<file path="config.mk">
export PLATFORM = sky130hd
export DESIGN_NAME = lane_unit
export DESIGN_NICKNAME = d
export VERILOG_FILES = /design/src/hdl/pkg_vpu.sv /design/src/hdl/lane_unit.sv /design/src/hdl/lane_alu.sv /design/src/hdl/lane_regfile.sv
export SDC_FILE = /design/constraint.sdc
export NUM_CORES = 2
export LEC_CHECK = 0
export CAP_MARGIN = 0
export CORE_UTILIZATION = 60
export DETAILED_ROUTE_END_ITERATION = 6
export DONT_BUFFER_PORTS = 1
export HOLD_SLACK_MARGIN = 0.08
export PLACE_DENSITY = 0.76
export SYNTH_ARGS = -nofsm -noshare
export SYNTH_HDL_FRONTEND = slang
export SYNTH_SLANG_ARGS = --single-unit
export TNS_END_PERCENT = 1
</file>
<file path="constraint.sdc">
create_clock -name clock -period 14.2 [get_ports clock]
set_input_delay 0.71 -clock clock [delete_from_list [all_inputs] [get_ports clock]]
set_output_delay 0.71 -clock clock [all_outputs]
set_load 0.005 [all_outputs]
</file>
<file path="src/hdl/pkg_vpu.sv">
package pkg_vpu;

	////////////////////
	// Sizes

	localparam int NUM_LANES	= 4;	// Lanes in the vector unit
	localparam int NUM_REGS		= 8;	// Registers per lane
	localparam int BUFF_SIZE	= 4;	// Commit buffer depth
	localparam int DATA_W		= 32;	// Lane datum width

	localparam int REG_IDX_W	= $clog2(NUM_REGS);
	localparam int ISSUE_NO_W	= 4;	// Wraps after 16 issues
	localparam int LANE_SEL_W	= $clog2(NUM_LANES);
	localparam int BUFF_PTR_W	= $clog2(BUFF_SIZE);	// Head and tail pointers

	////////////////////
	// Scalar types

	typedef logic [DATA_W-1:0]		data_t;
	typedef logic [REG_IDX_W-1:0]	reg_idx_t;
	typedef logic [ISSUE_NO_W-1:0]	issue_no_t;
	typedef logic [LANE_SEL_W-1:0]	lane_sel_t;

	////////////////////
	// Vector types

	// One bit per lane, used for enables, status and commit pulses
	typedef logic [NUM_LANES-1:0]	v_ready_t;

	// One datum per lane
	typedef data_t [NUM_LANES-1:0]	v_data_t;

	////////////////////
	// Command encoding

	typedef enum logic [2:0] {
		OP_ADD		= 3'd0,	// a + b
		OP_SUB		= 3'd1,	// a - b
		OP_AND		= 3'd2,	// a & b
		OP_XOR		= 3'd3,	// a ^ b
		OP_MUL		= 3'd4,	// Low word of a * b
		OP_ADDI		= 3'd5,	// a + imm
		OP_BCAST	= 3'd6,	// Scalar port value
		OP_ROT		= 3'd7	// Source-1 of next lane
	} opcode_t;

	////////////////////
	// Commit presenter

	typedef enum logic {
		IDLE		= 1'b0,	// Waiting for a complete head
		WAIT_GRANT	= 1'b1	// Request held until grant
	} agg_state_t;

endpackage
</file>
<file path="src/hdl/lane_unit.sv">
`timescale 1ns/1ps

module lane_unit #(
	parameter int LANE_ID = 0
) (
	input							clock,
	input							rst,
	input							cmd_valid,		// One-cycle command strobe
	input							en,				// Lane enable for this command
	input	pkg_vpu::opcode_t		cmd_op,
	input	pkg_vpu::reg_idx_t		cmd_dst,
	input	pkg_vpu::reg_idx_t		cmd_src1,
	input	pkg_vpu::reg_idx_t		cmd_src2,
	input	pkg_vpu::data_t			cmd_imm,
	input	pkg_vpu::data_t			scalar_in,
	input	pkg_vpu::issue_no_t		cmd_issue_no,
	input	pkg_vpu::v_data_t		neighbour_bus,	// Source 1 of every lane
	output	pkg_vpu::data_t			src1_out,
	output	pkg_vpu::data_t			last_result,
	output	logic					commit,			// Pulse after write-back
	output	pkg_vpu::issue_no_t		commit_no,
	output	logic					status
);

	import pkg_vpu::*;

	data_t			rd_a;
	data_t			rd_b;
	data_t			alu_result;

	logic			op_valid;		// Operand stage holds an enabled command
	opcode_t		op_code;
	reg_idx_t		op_dst;
	data_t			op_a;
	data_t			op_b;
	data_t			op_imm;
	data_t			op_scalar;
	issue_no_t		op_issue_no;

	lane_regfile lane_regfile_i (
		.clock		(clock),
		.rst		(rst),
		.rd_idx_a	(cmd_src1),
		.rd_idx_b	(cmd_src2),
		.rd_data_a	(rd_a),
		.rd_data_b	(rd_b),
		.wr_en		(op_valid),
		.wr_idx		(op_dst),
		.wr_data	(alu_result)
	);

	////////////////////
	// Operand stage

	always_ff @(posedge clock) begin
		if (rst) begin
			op_valid <= 1'b0;
		end else begin
			op_valid <= cmd_valid && en;
		end
	end

	// Payload follows every command, so a neighbour's rotate still
	// reads this lane's fresh source 1 when this lane is disabled
	always_ff @(posedge clock) begin
		if (cmd_valid) begin
			op_code		<= cmd_op;
			op_dst		<= cmd_dst;
			op_a		<= rd_a;
			op_b		<= rd_b;
			op_imm		<= cmd_imm;
			op_scalar	<= scalar_in;
			op_issue_no	<= cmd_issue_no;
		end
	end

	assign src1_out = op_a;

	////////////////////
	// Execute and write-back

	lane_alu lane_alu_i (
		.op			(op_code),
		.a			(op_a),
		.b			(op_b),
		.imm		(op_imm),
		.scalar		(op_scalar),
		.neighbour	(neighbour_bus[(LANE_ID + 1) % NUM_LANES]),
		.result		(alu_result)
	);

	always_ff @(posedge clock) begin
		if (rst) begin
			commit		<= 1'b0;
			last_result	<= '0;
		end else begin
			commit <= op_valid;
			if (op_valid) begin
				last_result <= alu_result;	// Kept for scalar readout
			end
		end
	end

	always_ff @(posedge clock) begin
		if (op_valid) begin
			commit_no <= op_issue_no;
		end
	end

	// Busy while an instruction sits in either stage
	assign status = op_valid || commit;

endmodule

</file>
<file path="src/hdl/lane_alu.sv">
`timescale 1ns/1ps

module lane_alu (
	input	pkg_vpu::opcode_t		op,
	input	pkg_vpu::data_t			a,			// Source 1 operand
	input	pkg_vpu::data_t			b,			// Source 2 operand
	input	pkg_vpu::data_t			imm,
	input	pkg_vpu::data_t			scalar,		// Broadcast value
	input	pkg_vpu::data_t			neighbour,	// Source 1 of next lane
	output	pkg_vpu::data_t			result
);

	import pkg_vpu::*;

	logic [2*DATA_W-1:0]	product;

	// Full product, only the low word is kept
	assign product = a * b;

	////////////////////
	// Result select

	always_comb begin
		case (op)
			OP_ADD: begin
				result = a + b;
			end
			OP_SUB: begin
				result = a - b;
			end
			OP_AND: begin
				result = a & b;
			end
			OP_XOR: begin
				result = a ^ b;
			end
			OP_MUL: begin
				result = product[DATA_W-1:0];	// Wraps like the adders
			end
			OP_ADDI: begin
				result = a + imm;
			end
			OP_BCAST: begin
				result = scalar;
			end
			OP_ROT: begin
				result = neighbour;
			end
			default: begin
				result = '0;
			end
		endcase
	end

endmodule

</file>
<file path="src/hdl/lane_regfile.sv">
`timescale 1ns/1ps

module lane_regfile (
	input							clock,
	input							rst,
	input	pkg_vpu::reg_idx_t		rd_idx_a,	// Source 1 index
	input	pkg_vpu::reg_idx_t		rd_idx_b,	// Source 2 index
	output	pkg_vpu::data_t			rd_data_a,
	output	pkg_vpu::data_t			rd_data_b,
	input							wr_en,		// Write-back strobe
	input	pkg_vpu::reg_idx_t		wr_idx,
	input	pkg_vpu::data_t			wr_data
);

	import pkg_vpu::*;

	data_t		regs [NUM_REGS];

	////////////////////
	// Write port

	always_ff @(posedge clock) begin
		if (rst) begin
			for (int i = 0; i < NUM_REGS; i++) begin
				regs[i] <= '0;
			end
		end else if (wr_en) begin
			regs[wr_idx] <= wr_data;
		end
	end

	////////////////////
	// Read ports

	// A write in the same cycle wins, so the next instruction sees it
	always_comb begin
		if (wr_en && (wr_idx == rd_idx_a)) begin
			rd_data_a = wr_data;	// Bypass from write-back
		end else begin
			rd_data_a = regs[rd_idx_a];
		end

		if (wr_en && (wr_idx == rd_idx_b)) begin
			rd_data_b = wr_data;	// Bypass from write-back
		end else begin
			rd_data_b = regs[rd_idx_b];
		end
	end

endmodule

</file>
==> results.py <==
metrics = {
    "status": {
        "status": "complete, no violations",
    },
    "clock_tree": {
        "numCtsBuffers": 47,
        "clockBufferDepth": 3,
        "worstSkewPairLatency_ns": 0.63,
        "cts_tree": "built",
        "post_cts_buffers": 0,
        "cts_hold_buf": 0,
        "htree_levels": 2,
        "clk_pin_slew_ns": 0.06,
        "cts.repair.resized": 0,
        "root_buffer": "clkbuf_16",
        "clock-sinks": 432,
    },
    "global_routing": {
        "grt_util_all_layers_pct": 38.6,
        "grt_first_pass_wirelength_mm": 188,
        "grt_max_degree": 140,
        "grt_pass1_vias": 29900,
        "grt-ovfl-total": 0,
        "antenna_found_initial": 12,
    },
    "yosys": {
        "yosysTopAreaCellShare_pct": 30.4,
        "avgSynthCellArea_um2": 10.8,
        "syn_area_um2": 39300,
        "ys_seq_area_share_pct": 32.2,
        "syn_inst": 3630,
        "yosysTopAreaCell": "edfxtp_1",
        "yosysWarnings": 0,
        "synth.area.top_cells": "edfxtp_1 30%, fa_1 21%, mux4_2 8.9%, ha_1 6.0%, and2_1 4.8%",
        "ys_types": 81,
        "syn_nets": 4438,
        "synth_edf_count": 398,
        "async_flop_share_pct": 0,
        "synth_seq_cells": 432,
        "ys.flop_type": "edfxtp_1",
    },
    "timing": {
        "slew_violations": 0,
        "tightest_slew_ns": 1.38,
        "rsz0062_at_grt": "false",
        "relSlewSlack_pct": 7.80,
        "max_freq_mhz": 108,
        "fin_skew_ns": 0.0448,
        "period_needed_ns": 9.28,
        "period_share_pct": 65.4,
        "setup_tns_ns": 0,
        "final-setup-viol-count": 0,
        "finalHoldViolations": 0,
    },
    "floorplan": {
        "start_util_pct": 60.8,
        "design.core.area_um2": 64600,
        "rows": 93,
        "die_w_um": 258,
        "die_h_um": 258,
        "die_area_um2": 66500,
        "ios": 282,
    },
    "worst_setup_path": {
        "critPathKind": "flop to flop",
        "crit_path_end_kind": "flop",
        "critPathLaunchType": "flop",
        "cp.arrival_ns": 9.58,
        "reg2reg_slack_ns": 4.92,
        "cp_data_required_time_ns": 14.50,
        "cp_max_fo": 19,
    },
    "route": {
        "vias": 29100,
        "finalWirelength_mm": 125,
        "drtPass1Iterations": 6,
        "ant_nets": 0,
        "drtIter0Drc": 3383,
        "wl_per_cell_um": 28.4,
        "drc": 0,
        "routed_via_density": 6.61,
    },
    "place": {
        "port_buffers": 0,
        "post-dp-hpwl_mm": 82.0,
        "gp_congestion": 1.01,
    },
    "cells_and_area": {
        "syn2layout_area_growth_pct": 6.16,
        "fillers": 4907,
        "fin_nets": 4315,
        "drive_above_1_share_pct": 11.8,
    },
    "job": {
        "maxCapViolations": 0,
    },
    "hold_path": {
        "hold_class": "primary input to flop",
    },
}
path summary, 6_finish.rpt:
path / cells past startpoint / startpoint / endpoint
worst min register to register: 0 / op_issue_no[1] / commit_no[1]
worst max register to register: 20 / src1_out[15] / src1_out[28]
worst min-delay path: 1 / rst / op_valid
worst max-delay path: 20 / src1_out[15] / src1_out[28]
logic make-up after synthesis:
family | share of synthesized area [%]
mux | 11.3
buf+inv | 6.27
simple gates | 14.3
compound gates | 7.00
flops | 32.2
xor+xnor | 2.15
fa+ha+maj | 26.8
synthesized netlist by cell type, types with 18 or more instances:
cell / count
a21oi_1: 74
edfxtp_1: 398
dfxtp_1: 34
mux2i_1: 20
o21ai_0: 147
fa_1: 409
clkbuf_1: 227
o21a_1: 18
nand2_1: 362
inv_1: 395
mux2_2: 65
buf_1: 26
a211oi_1: 29
nand3_1: 31
nor3_1: 32
nand2b_1: 23
mux4_2: 156
xnor2_1: 77
ha_1: 187
and2_1: 301
a21o_1: 26
nor2_1: 347
cell usage in the layout (no fill, tap or decap), drive strengths merged, types with 9 or more instances in the layout:
master,n
ha,187
nor4,9
o22ai,16
o211ai,9
dfxtp,34
mux2i,20
nand2,362
mux2,65
fa,409
a211oi,29
buf,86
a21o,26
xnor2,77
o21a,18
mux4,156
a22oi,14
a21oi,74
clkbuf,66
xor2,17
o31ai,10
nor2,347
nand2b,23
a31oi,10
nand3,31
inv,400
nor3,32
nand4,14
and2,301
clkinv,13
o21ai,149
o21bai,9
edfxtp,398
or3,17
state kept, by name (all words and copies together), names as in the netlist, 4 cells and up:
register and flops:
op_scalar 32, op_b 32, lane_regfile_i.regs 256, last_result 32, op_issue_no 4, op_imm 32, commit_no 4, src1_out 32
critical path, cell delays in order, from the launching register on:
cell and delay, ns:
edfxtp_1 1.16, and2_1 0.27, fa_1 0.41, inv_1 0.08, fa_1 0.42, fa_1 0.49
fa_1 0.56, inv_1 0.06, fa_1 0.50, inv_1 0.06, fa_1 0.54, inv_1 0.05
fa_1 0.51, fa_1 0.43, ha_1 0.37, and3_1 0.23, a311o_1 0.34, o41ai_1 0.88
a21oi_1 0.25, a31oi_1 1.15, mux2i_1 0.20
routing by layer:
layer | wire length, um | GRT usage (%) | up-vias
li1 | - | - | 12000
met1 | 42700 | 48.0 | 14500
met2 | 56900 | 59.8 | 2049
met3 | 17100 | 11.9 | 517
met4 | 8500 | 22.8 | 12
met5 | 73 | 0 | -
metrics by stage:
stage	utilization [%]	hold slack [ns]	setup WS [ns]	area [um2]	instances
floorplan	-	0.400	6.85	39300	3630
global placement	62.0	0.405	5.17	40100	4313
detailed placement	62.0	0.406	5.18	40100	4313
CTS	64.6	0.136	5.11	41700	4399
global route	64.6	0.139	4.68	41700	4402
finish	64.6	0.153	4.92	41700	4405
final cells by class:
type                    count  area, um2  area share, %
flip-flops and latches    432      12600           30.3
repair buffers             86        646           1.55
clock buffers              66       1410           3.39
multi-input cells        2544      24200           58.1
inverters                 396       1490           3.56
diodes                      6       15.0         0.0360
well taps                 855       1070           2.56
clock inverters            20        211          0.507
Power is not shown: default switching activity piles up to over one toggle a cycle in this logic, so the estimate is an artifact.
