`src/hdl/pkg_vpu.sv`:
```
package pkg_vpu;

	////////////////////
	// Sizes

	localparam int NUM_LANES	= 4;	// Lanes in the vector unit
	localparam int NUM_REGS		= 8;	// Registers per lane
	localparam int BUFF_SIZE	= 4;	// Commit buffer depth
	localparam int DATA_W		= 32;	// Lane datum width

	localparam int REG_IDX_W	= $clog2(NUM_REGS);
	localparam int ISSUE_NO_W	= 4;	// Wraps after 16 issues
	localparam int LANE_SEL_W	= $clog2(NUM_LANES);
	localparam int BUFF_PTR_W	= $clog2(BUFF_SIZE);	// Head and tail pointers

	////////////////////
	// Scalar types

	typedef logic [DATA_W-1:0]		data_t;
	typedef logic [REG_IDX_W-1:0]	reg_idx_t;
	typedef logic [ISSUE_NO_W-1:0]	issue_no_t;
	typedef logic [LANE_SEL_W-1:0]	lane_sel_t;

	////////////////////
	// Vector types

	// One bit per lane, used for enables, status and commit pulses
	typedef logic [NUM_LANES-1:0]	v_ready_t;

	// One datum per lane
	typedef data_t [NUM_LANES-1:0]	v_data_t;

	////////////////////
	// Command encoding

	typedef enum logic [2:0] {
		OP_ADD		= 3'd0,	// a + b
		OP_SUB		= 3'd1,	// a - b
		OP_AND		= 3'd2,	// a & b
		OP_XOR		= 3'd3,	// a ^ b
		OP_MUL		= 3'd4,	// Low word of a * b
		OP_ADDI		= 3'd5,	// a + imm
		OP_BCAST	= 3'd6,	// Scalar port value
		OP_ROT		= 3'd7	// Source-1 of next lane
	} opcode_t;

	////////////////////
	// Commit presenter

	typedef enum logic {
		IDLE		= 1'b0,	// Waiting for a complete head
		WAIT_GRANT	= 1'b1	// Request held until grant
	} agg_state_t;

endpackage
```
`src/hdl/commit_agg_unit.sv`:
```
`timescale 1ns/1ps

module commit_agg_unit (
	input											clock,
	input											rst,
	input											req,			// Command strobe
	input	pkg_vpu::issue_no_t						issue_no,
	input	pkg_vpu::v_ready_t						en_lane,		// Lanes expected to finish
	input	pkg_vpu::v_ready_t						lane_commit,	// Per-lane done pulses
	input	pkg_vpu::issue_no_t [pkg_vpu::NUM_LANES-1:0]	lane_commit_no,
	output	logic									commit_req,
	output	pkg_vpu::issue_no_t						commit_no,
	input											commit_grant,
	output	logic									full
);

	import pkg_vpu::*;

	issue_no_t					buf_issue [BUFF_SIZE];
	v_ready_t					buf_mask [BUFF_SIZE];
	v_ready_t					buf_done [BUFF_SIZE];
	v_ready_t					done_next [BUFF_SIZE];
	logic [BUFF_SIZE-1:0]		buf_valid;

	logic [BUFF_PTR_W-1:0]		head;
	logic [BUFF_PTR_W-1:0]		tail;
	logic [BUFF_PTR_W:0]		count;

	agg_state_t					state;
	logic						alloc;
	logic						pop;
	logic						head_complete;

	assign full		= (count == (BUFF_PTR_W + 1)'(BUFF_SIZE));
	assign alloc	= req && !full;					// Strobe while full is dropped
	assign pop		= (state == WAIT_GRANT) && commit_grant;

	////////////////////
	// Lane completions

	// Pulses merged in the same cycle so a finished head is seen at once
	always_comb begin
		for (int e = 0; e < BUFF_SIZE; e++) begin
			done_next[e] = buf_done[e];
			for (int l = 0; l < NUM_LANES; l++) begin
				if (buf_valid[e] && lane_commit[l] && (buf_issue[e] == lane_commit_no[l])) begin
					done_next[e][l] = 1'b1;
				end
			end
		end
	end

	assign head_complete = buf_valid[head] && (done_next[head] == buf_mask[head]);

	always_ff @(posedge clock) begin
		for (int e = 0; e < BUFF_SIZE; e++) begin
			buf_done[e] <= done_next[e];
		end
		if (alloc) begin
			buf_issue[tail]	<= issue_no;
			buf_mask[tail]	<= en_lane;
			buf_done[tail]	<= '0;					// New entry starts clean
		end
	end

	////////////////////
	// Pointers

	always_ff @(posedge clock) begin
		if (rst) begin
			head		<= '0;
			tail		<= '0;
			count		<= '0;
			buf_valid	<= '0;
		end else begin
			if (alloc) begin
				buf_valid[tail]	<= 1'b1;
				tail			<= tail + 1'b1;
			end
			if (pop) begin
				buf_valid[head]	<= 1'b0;
				head			<= head + 1'b1;
			end
			case ({alloc, pop})
				2'b10:		count <= count + 1'b1;
				2'b01:		count <= count - 1'b1;
				default:	count <= count;
			endcase
		end
	end

	////////////////////
	// Commit presenter

	always_ff @(posedge clock) begin
		if (rst) begin
			state <= IDLE;
		end else begin
			case (state)
				IDLE:		if (head_complete) state <= WAIT_GRANT;
				WAIT_GRANT:	if (commit_grant) state <= IDLE;
				default:	state <= IDLE;
			endcase
		end
	end

	assign commit_req	= (state == WAIT_GRANT);
	assign commit_no	= buf_issue[head];			// Stable until the grant pops it

endmodule

```
`config.mk`:
```
export PLATFORM = sky130hd
export DESIGN_NAME = commit_agg_unit
export DESIGN_NICKNAME = d
export VERILOG_FILES = /design/src/hdl/pkg_vpu.sv /design/src/hdl/commit_agg_unit.sv
export SDC_FILE = /design/constraint.sdc
export NUM_CORES = 1
export LEC_CHECK = 0
export ABC_AREA = 1
export ABC_CLOCK_PERIOD_IN_PS = 2250
export BUFFER_PORTS_ARGS = -buffer_cell sky130_fd_sc_hd__clkbuf_2
export CORE_MARGIN = 5
export CORE_UTILIZATION = 42
export CTS_CLUSTER_DIAMETER = 150
export DETAILED_ROUTE_END_ITERATION = 12
export PLACE_DENSITY = 0.69
export SLEW_MARGIN = 20
export SYNTH_ARGS = -nofsm -noshare
export SYNTH_HDL_FRONTEND = slang
export SYNTH_SLANG_ARGS = --single-unit
export TNS_END_PERCENT = 20
```
`constraint.sdc`:
```
create_clock -name clock -period 2.25 [get_ports clock]
set_input_delay 0.45 -clock clock [delete_from_list [all_inputs] [get_ports clock]]
set_output_delay 0.45 -clock clock [all_outputs]
set_load 0.01 [all_outputs]
```
==> results of run 1 <==
## Yosys cell counts (2+ instances only)
library cell  instances
xnor2_1               5
buf_4                 2
o21ai_1              12
nor2_1               50
a21oi_1              53
a32oi_1               3
nand3_2               8
ha_1                  9
inv_2                16
nor2_2                7
buf_2                 3
o21ai_0              25
a221oi_1              2
edfxtp_1             32
nand3_1              35
nand2_1             142
dfxtp_1              30
inv_1                62
## logic make-up (layout without fill, tap and decap cells)
kind of cell,Yosys count,in the layout,synth area share [%]
AND/OR/NAND/NOR,244,244,28.2
XOR/XNOR,6,6,1.44
adder cells (fa/ha/maj),10,10,3.62
AO/OA/AOI/OAI,99,99,14.4
buffers and inverters,87,138,9.74
flip-flops,62,62,42.7
## worst max-delay path, delay by kind of cell, from the launching register on
kind / cells / cell delay, ps
flops: 1 / 310
compound gates: 3 / 370
buf+inv: 2 / 590
## power by group through the flow
| stage | logic, W | clock network [W] | registers [W] |
|---|---|---|---|
| global route | 0.000486 | 0.00116 | 0.00136 |
| floorplan | 0.000286 | 0 | 0.00134 |
| CTS | 0.000419 | 0.00111 | 0.00134 |
| global placement | 0.000404 | 0 | 0.00137 |
| detailed placement | 0.000416 | 0 | 0.00137 |
| finish | 0.000421 | 0.00109 | 0.00134 |
## how the worst max path moves through the flow
stage / slack [ps] / start / cells past startpoint / endpoint
2_1_floorplan: 190 / count[0]$_SDFFE_PP0P_ / 10 / count[2]$_SDFFE_PP0P_
3_3_place_gp: 260 / count[0]$_SDFFE_PP0P_ / 10 / count[2]$_SDFFE_PP0P_
3_5_place_dp: 90 / count[0]$_SDFFE_PP0P_ / 10 / count[2]$_SDFFE_PP0P_
4_1_cts: 80 / count[0]$_SDFFE_PP0P_ / 10 / count[2]$_SDFFE_PP0P_
5_1_grt: 20 / flop / 5 / commit_no[0]
6_report: 170 / flop / 5 / commit_no[2]
## through the flow
step	instances	total power (W)	setup slack, ps	utilization [%]	hold WS (ps)
2_1_floorplan	508	0.00163	194	-	436
3_3_place_gp	651	0.00177	255	46.2	439
3_5_place_dp	651	0.00178	93.9	46.2	449
4_1_cts	667	0.00287	76.4	48.7	306
5_1_grt	667	0.00301	24.4	48.9	310
6_report	667	0.00286	171	48.9	319
## sequential cells by signal (all words and copies together) (netlist names), named ones only
| register | count |
|---|---|
| buf_done | 16 |
| buf_issue | 16 |
| buf_mask | 16 |
| buf_valid | 4 |
| count | 3 |
| head | 2 |
| tail | 2 |
| commit_req | 1 |
## routing by layer
layer | up-vias | part of all wire, % | global-route usage [%]
li1 | 1735 | - | -
met1 | 1557 | 44 | 26.1
met2 | 140 | 46 | 32.3
met3 | 19 | 8.0 | 3.22
met4 | 0 | 2.4 | 10.3
met5 | - | 0 | 0
## area by class of cell
cell class,count,share of cell area [%]
Timing Repair Buffer,44,5.65
Clock buffer,9,2.95
Multi-Input combinational cell,359,41.8
Tap cell,108,3.21
Clock inverter,7,2.29
Sequential cell,62,37.1
Inverter,78,6.96
## repair_timing
action	CTS	global route
endpoints found under the setup margin	0	1
resized for setup	0	5
setup buffers	0	0
==> results.json, run 1 <==
{
  "synth.largest_area_cell": "edfxtp_1",
  "async_reset_ff_share_pct": 0,
  "port_buffers": 37,
  "ys_ff_latch": 62,
  "viasPerCell": 5.17,
  "ff2ff_path_depth": 10,
  "cp_slowest_cell": "inv_1",
  "dr_total_vias": 3451,
  "r2r_slack_ps": 250,
  "pwr-share-clk_pct": 38.2,
  "p_per_area_nw_per_um2": 680,
  "worstSetupEndpointType": "output port",
  "worst_pin_slew_ps": 627,
  "switching_share_pct": 27.7,
  "root_buffer": "clkbuf_8",
  "clkSlewWorstSetupHoldPaths_ps": 70,
  "pwr-share-comb_pct": 14.7,
  "start_util_pct": 42.6,
  "seqPwrFrac_pct": 47.0,
  "postRouteAntennaNets": 0,
  "rr_endpoint": "count[2]$_SDFFE_PP0P_",
  "dp_hpwl_um": 7670,
  "crit_top_cell": "a21oi_1",
  "synth_top_flop_cell": "edfxtp_1",
  "whs_path_depth": 1,
  "max-vdd-ir-drop_v": 0.000506,
  "ioPinCount": 38,
  "grt_pass1_vias": 3255,
  "h-tree-depth": 3,
  "synth-seq-area-share_pct": 42.7,
  "mostFrequentLayoutCell": "nand2_1",
  "die_w_um": 103,
  "synth.avg_cell_area_um2": 7.20,
  "relSlewSlack_pct": 58.1,
  "holdPathEnd": "buf_mask[2][0]$_DFFE_PP_",
  "gp_congestion": 1.05,
  "p_switching_w": 0.000793,
  "setup_viol": 0,
  "min_path_type": "primary input to flop",
  "synthTopCellsByArea": "edfxtp_1, dfxtp_1, nand2_1",
  "max_freq_mhz": 481,
  "synth_warnings": 0,
  "coreArea_um2": 8590,
  "drive_gt1_share_pct": 17.0,
  "area_growth_pct": 14.9,
  "start_kind": "flop",
  "n_antenna_cell": 0,
  "cp_max_fo": 20,
  "final.setup.tns_ps": 0,
  "grt_max_degree": 21,
  "rsz0062_at_grt": "no",
  "critical_path_class": "flop to output port",
  "rows": 34,
  "wirelength_um": 9970,
  "fin_worst_skew_ps": 5.95,
  "fin_nets": 596,
  "cts_made_buffers": 9,
  "grt_pass1_wl_um": 16200,
  "final_cell_mix": "nand2_1, inv_1, a21oi_1, nor2_1, clkbuf_2",
  "hold_viol_final": 0,
  "crit_chain": "inv_1 -> o21ai_0 -> a21oi_1 -> a21oi_1 -> clkbuf_2",
  "place_area_um2": 3970,
  "drtIter0Drc": 202,
  "multi_input_area_um2": 1760,
  "drtPass1Iterations": 5,
  "dieArea_um2": 10700,
  "antenna_found_initial": 0,
  "seqCellArea_um2": 1560,
  "clock_path_buffers": 2,
  "worstPathArrival_ps": 1630,
  "cap_violations": 0,
  "ys_types": 30,
  "min_period_ps": 2080,
  "hp-start": "en_lane[0]",
  "die_y_um": 103,
  "clock_latency_ps": 350,
  "cts_hold_buf": 0,
  "syn_inst": 508,
  "final_area_um2": 4200,
  "outcome": "complete, no violations",
  "crit_required_ps": 1800,
  "fillCellCount": 855,
  "synth.net_count": 550,
  "period_share_pct": 92.4,
  "worstReg2RegStart": "count[0]$_SDFFE_PP0P_",
  "synth_top_cell_area_share_pct": 26.3,
  "max_stage_delay_ps": 460,
  "post_drt_wl_per_cell_um": 15.0,
  "drc": 0,
  "cts_tree": "built",
  "grt_usage_pct": 20.1,
  "grt_overflow": 0,
  "clock_sinks": 62,
  "maxSlewViolCount": 0,
  "synth_edf_count": 32,
  "p_int_w": 0.00207,
  "syn_area_um2": 3660,
  "leakage_nw": 1.97
}
(Power assumes the default switching activity.)
==> inputs of run 2 (changes only) <==
- ABC_AREA: 1 -> default
- CORE_MARGIN: 5 -> 4
==> results.json, run 2 <==
{
  "outcome": "complete, no violations",
  "coreArea_um2": 7770,
  "gp_congestion": 0.931,
  "relSlewSlack_pct": 72.3,
  "worst_pin_slew_ps": 411,
  "reg_top3": "buf_done x16, buf_issue x16, buf_mask x16",
  "die_w_um": 97.7,
  "area_growth_pct": 19.4,
  "cts_made_buffers": 9,
  "grt_max_degree": 15,
  "grt_pass1_wl_um": 13000,
  "dp_hpwl_um": 5750,
  "multi_input_area_um2": 1690,
  "synth-seq-area-share_pct": 46.2,
  "synth_top_cell_area_share_pct": 28.4,
  "drtIter0Drc": 188,
  "ys_types": 39,
  "clock_path_buffers": 2,
  "pwr-share-clk_pct": 39.4,
  "cts_tree": "built",
  "post-place-ws_ps": -88.5,
  "place_area_um2": 3710,
  "h-tree-depth": 3,
  "mostFrequentLayoutCell": "xor2_1",
  "min_period_ps": 2170,
  "async_reset_ff_share_pct": 0,
  "start_kind": "flop",
  "n_antenna_cell": 0,
  "seqPwrFrac_pct": 47.8,
  "critical_path_class": "flop to flop",
  "drive_gt1_share_pct": 27.9,
  "clock_latency_ps": 340,
  "leakage_nw": 1.60,
  "ys_ff_latch": 62,
  "drtPass1Iterations": 4,
  "final_cell_mix": "xor2_1, clkbuf_2, nor2_1, edfxtp_1",
  "port_buffers": 37,
  "maxSlewViolCount": 0,
  "pwr-share-comb_pct": 12.8,
  "p_int_w": 0.00204,
  "clkSlewWorstSetupHoldPaths_ps": 70,
  "grt_overflow": 0,
  "hold_viol_final": 0,
  "clock_sinks": 62,
  "dieArea_um2": 9550,
  "yosysMostFrequentCell": "xor2_1",
  "worst_slack_ps": 77.1,
  "hold-worst-slack_ps": 323,
  "worstSetupEndpointType": "flop",
  "synth_commonest_cells": "xor2_1, edfxtp_1, nor2_1, dfxtp_1, xnor2_1",
  "viasPerCell": 5.18,
  "synthTopCellsByArea": "edfxtp_1, dfxtp_1, xor2_1",
  "p_per_area_nw_per_um2": 670,
  "synth_warnings": 0,
  "synth_edf_count": 32,
  "seqCellArea_um2": 1560,
  "root_buffer": "clkbuf_8",
  "antenna_found_initial": 0,
  "syn_area_um2": 3380,
  "final_area_um2": 4040,
  "switching_share_pct": 24.4,
  "grt_pass1_vias": 2440,
  "cts_hold_buf": 0,
  "p_switching_w": 0.000659,
  "period_share_pct": 96.6,
  "synth_top_flop_cell": "edfxtp_1",
  "syn_inst": 292,
  "postRouteAntennaNets": 0,
  "synth.net_count": 334,
  "rows": 32,
  "drc": 0,
  "min_path_type": "primary input to flop",
  "cp_max_fo": 4,
  "wirelength_um": 8020,
  "fin_nets": 385,
  "start_util_pct": 43.5,
  "fillCellCount": 694,
  "worstPathArrival_ps": 2410,
  "whs_path_depth": 1,
  "dp.cells": 428,
  "die_y_um": 97.7,
  "fin_worst_skew_ps": 7.21,
  "ff2ff_path_depth": 8,
  "synth.avg_cell_area_um2": 11.6,
  "synth.largest_area_cell": "edfxtp_1",
  "max_freq_mhz": 460,
  "crit_required_ps": 2490,
  "finalNonFillerCells": 450,
  "setup_viol": 0,
  "dr_total_vias": 2330,
  "utilization_pct": 52.0,
  "ioPinCount": 38,
  "cap_violations": 0,
  "post_drt_wl_per_cell_um": 17.8,
  "max-vdd-ir-drop_v": 0.000269,
  "grt_usage_pct": 17.6
}
-- run 2: changes by cell type after synthesis, sizes merged, moves of 13 or more --
cell / before / now
a21oi: 54 / 6
clkbuf: 2 / 15
inv: 78 / 8
nand2: 143 / 2
nand3: 43 / 3
nor2: 57 / 32
nor3: 1 / 16
o21ai: 37 / 1
xnor2: 5 / 22
xor2: 1 / 50
-- run 2: worst paths after layout --
path	slack, ps	start	end
worst max-delay path	80	buf_issue[3][2]$_DFFE_PP_	commit_req$_SDFF_PP0_
worst min register to register	460	buf_done[1][2]$_SDFF_PP0_	buf_done[1][2]$_SDFF_PP0_
worst min-delay path	320	issue_no[3]	buf_issue[3][3]$_DFFE_PP_
worst max register to register	80	buf_issue[3][2]$_DFFE_PP_	commit_req$_SDFF_PP0_
-- run 2: power by group through the flow --
stage / clock [W] / sequential (W) / combinational, W
3_3_place_gp: 0 / 0.00132 / 0.000313
3_5_place_dp: 0 / 0.00132 / 0.000322
4_1_cts: 0.00108 / 0.00129 / 0.000328
2_1_floorplan: 0 / 0.00129 / 0.000217
5_1_grt: 0.00114 / 0.00130 / 0.000385
6_report: 0.00107 / 0.00129 / 0.000347
-- run 2: metrics by stage --
step	power (W)	TNS (ps)
2_1_floorplan	0.00150	0
3_3_place_gp	0.00163	-49.6
3_5_place_dp	0.00164	-88.5
4_1_cts	0.00271	0
5_1_grt	0.00282	-0.182
6_report	0.00270	0
-- run 2: cell type report --
cell class	instances	share of cell area (%)
clock buffer	10	3.41
clock inverter	6	1.86
inverter	8	0.744
multi-input combinational	195	42.0
sequential	62	38.7
tap	102	3.16
timing repair buffer	67	10.2
-- run 2: kinds of logic (layout without fill, tap and decap cells) --
kind of cell | Yosys count | after routing | share of synthesized area (%)
and+or+nand+nor | 70 | 70 | 9.81
buffers and inverters | 35 | 91 | 5.59
xor gates and xnor gates | 72 | 72 | 18.7
DFF | 62 | 62 | 46.2
AOI/OAI and AO/OA | 30 | 30 | 7.14
adders and majority gates | 10 | 10 | 3.92
muxes | 13 | 13 | 8.70
-- run 2: per-layer routing --
| layer | share of wire, % | GRT usage (%) | vias up | wire length [um] |
|---|---|---|---|---|
| li1 | - | - | 1128 | - |
| met2 | 50 | 29.1 | 58 | 3970 |
| met5 | 0 | 0 | - | 0 |
| met4 | 1.2 | 5.22 | 0 | 95 |
| met1 | 44 | 22.4 | 1137 | 3560 |
| met3 | 4.8 | 5.03 | 7 | 386 |
-- run 2: timing repair --
item,in CTS,in global routing
endpoints found under the setup margin,1,1
gates resized for setup,1,13
pin swaps,0,6
setup buffers,2,4
-- run 2: worst max-delay path, cell delays in order (launching register included) --
cell and delay, ps:
edfxtp_1 390, buf_4 180, xor2_1 150, nor3_2 270, a41oi_2 160, mux4_2 510, xor2_1 160, o311a_1 100
a21o_1 150
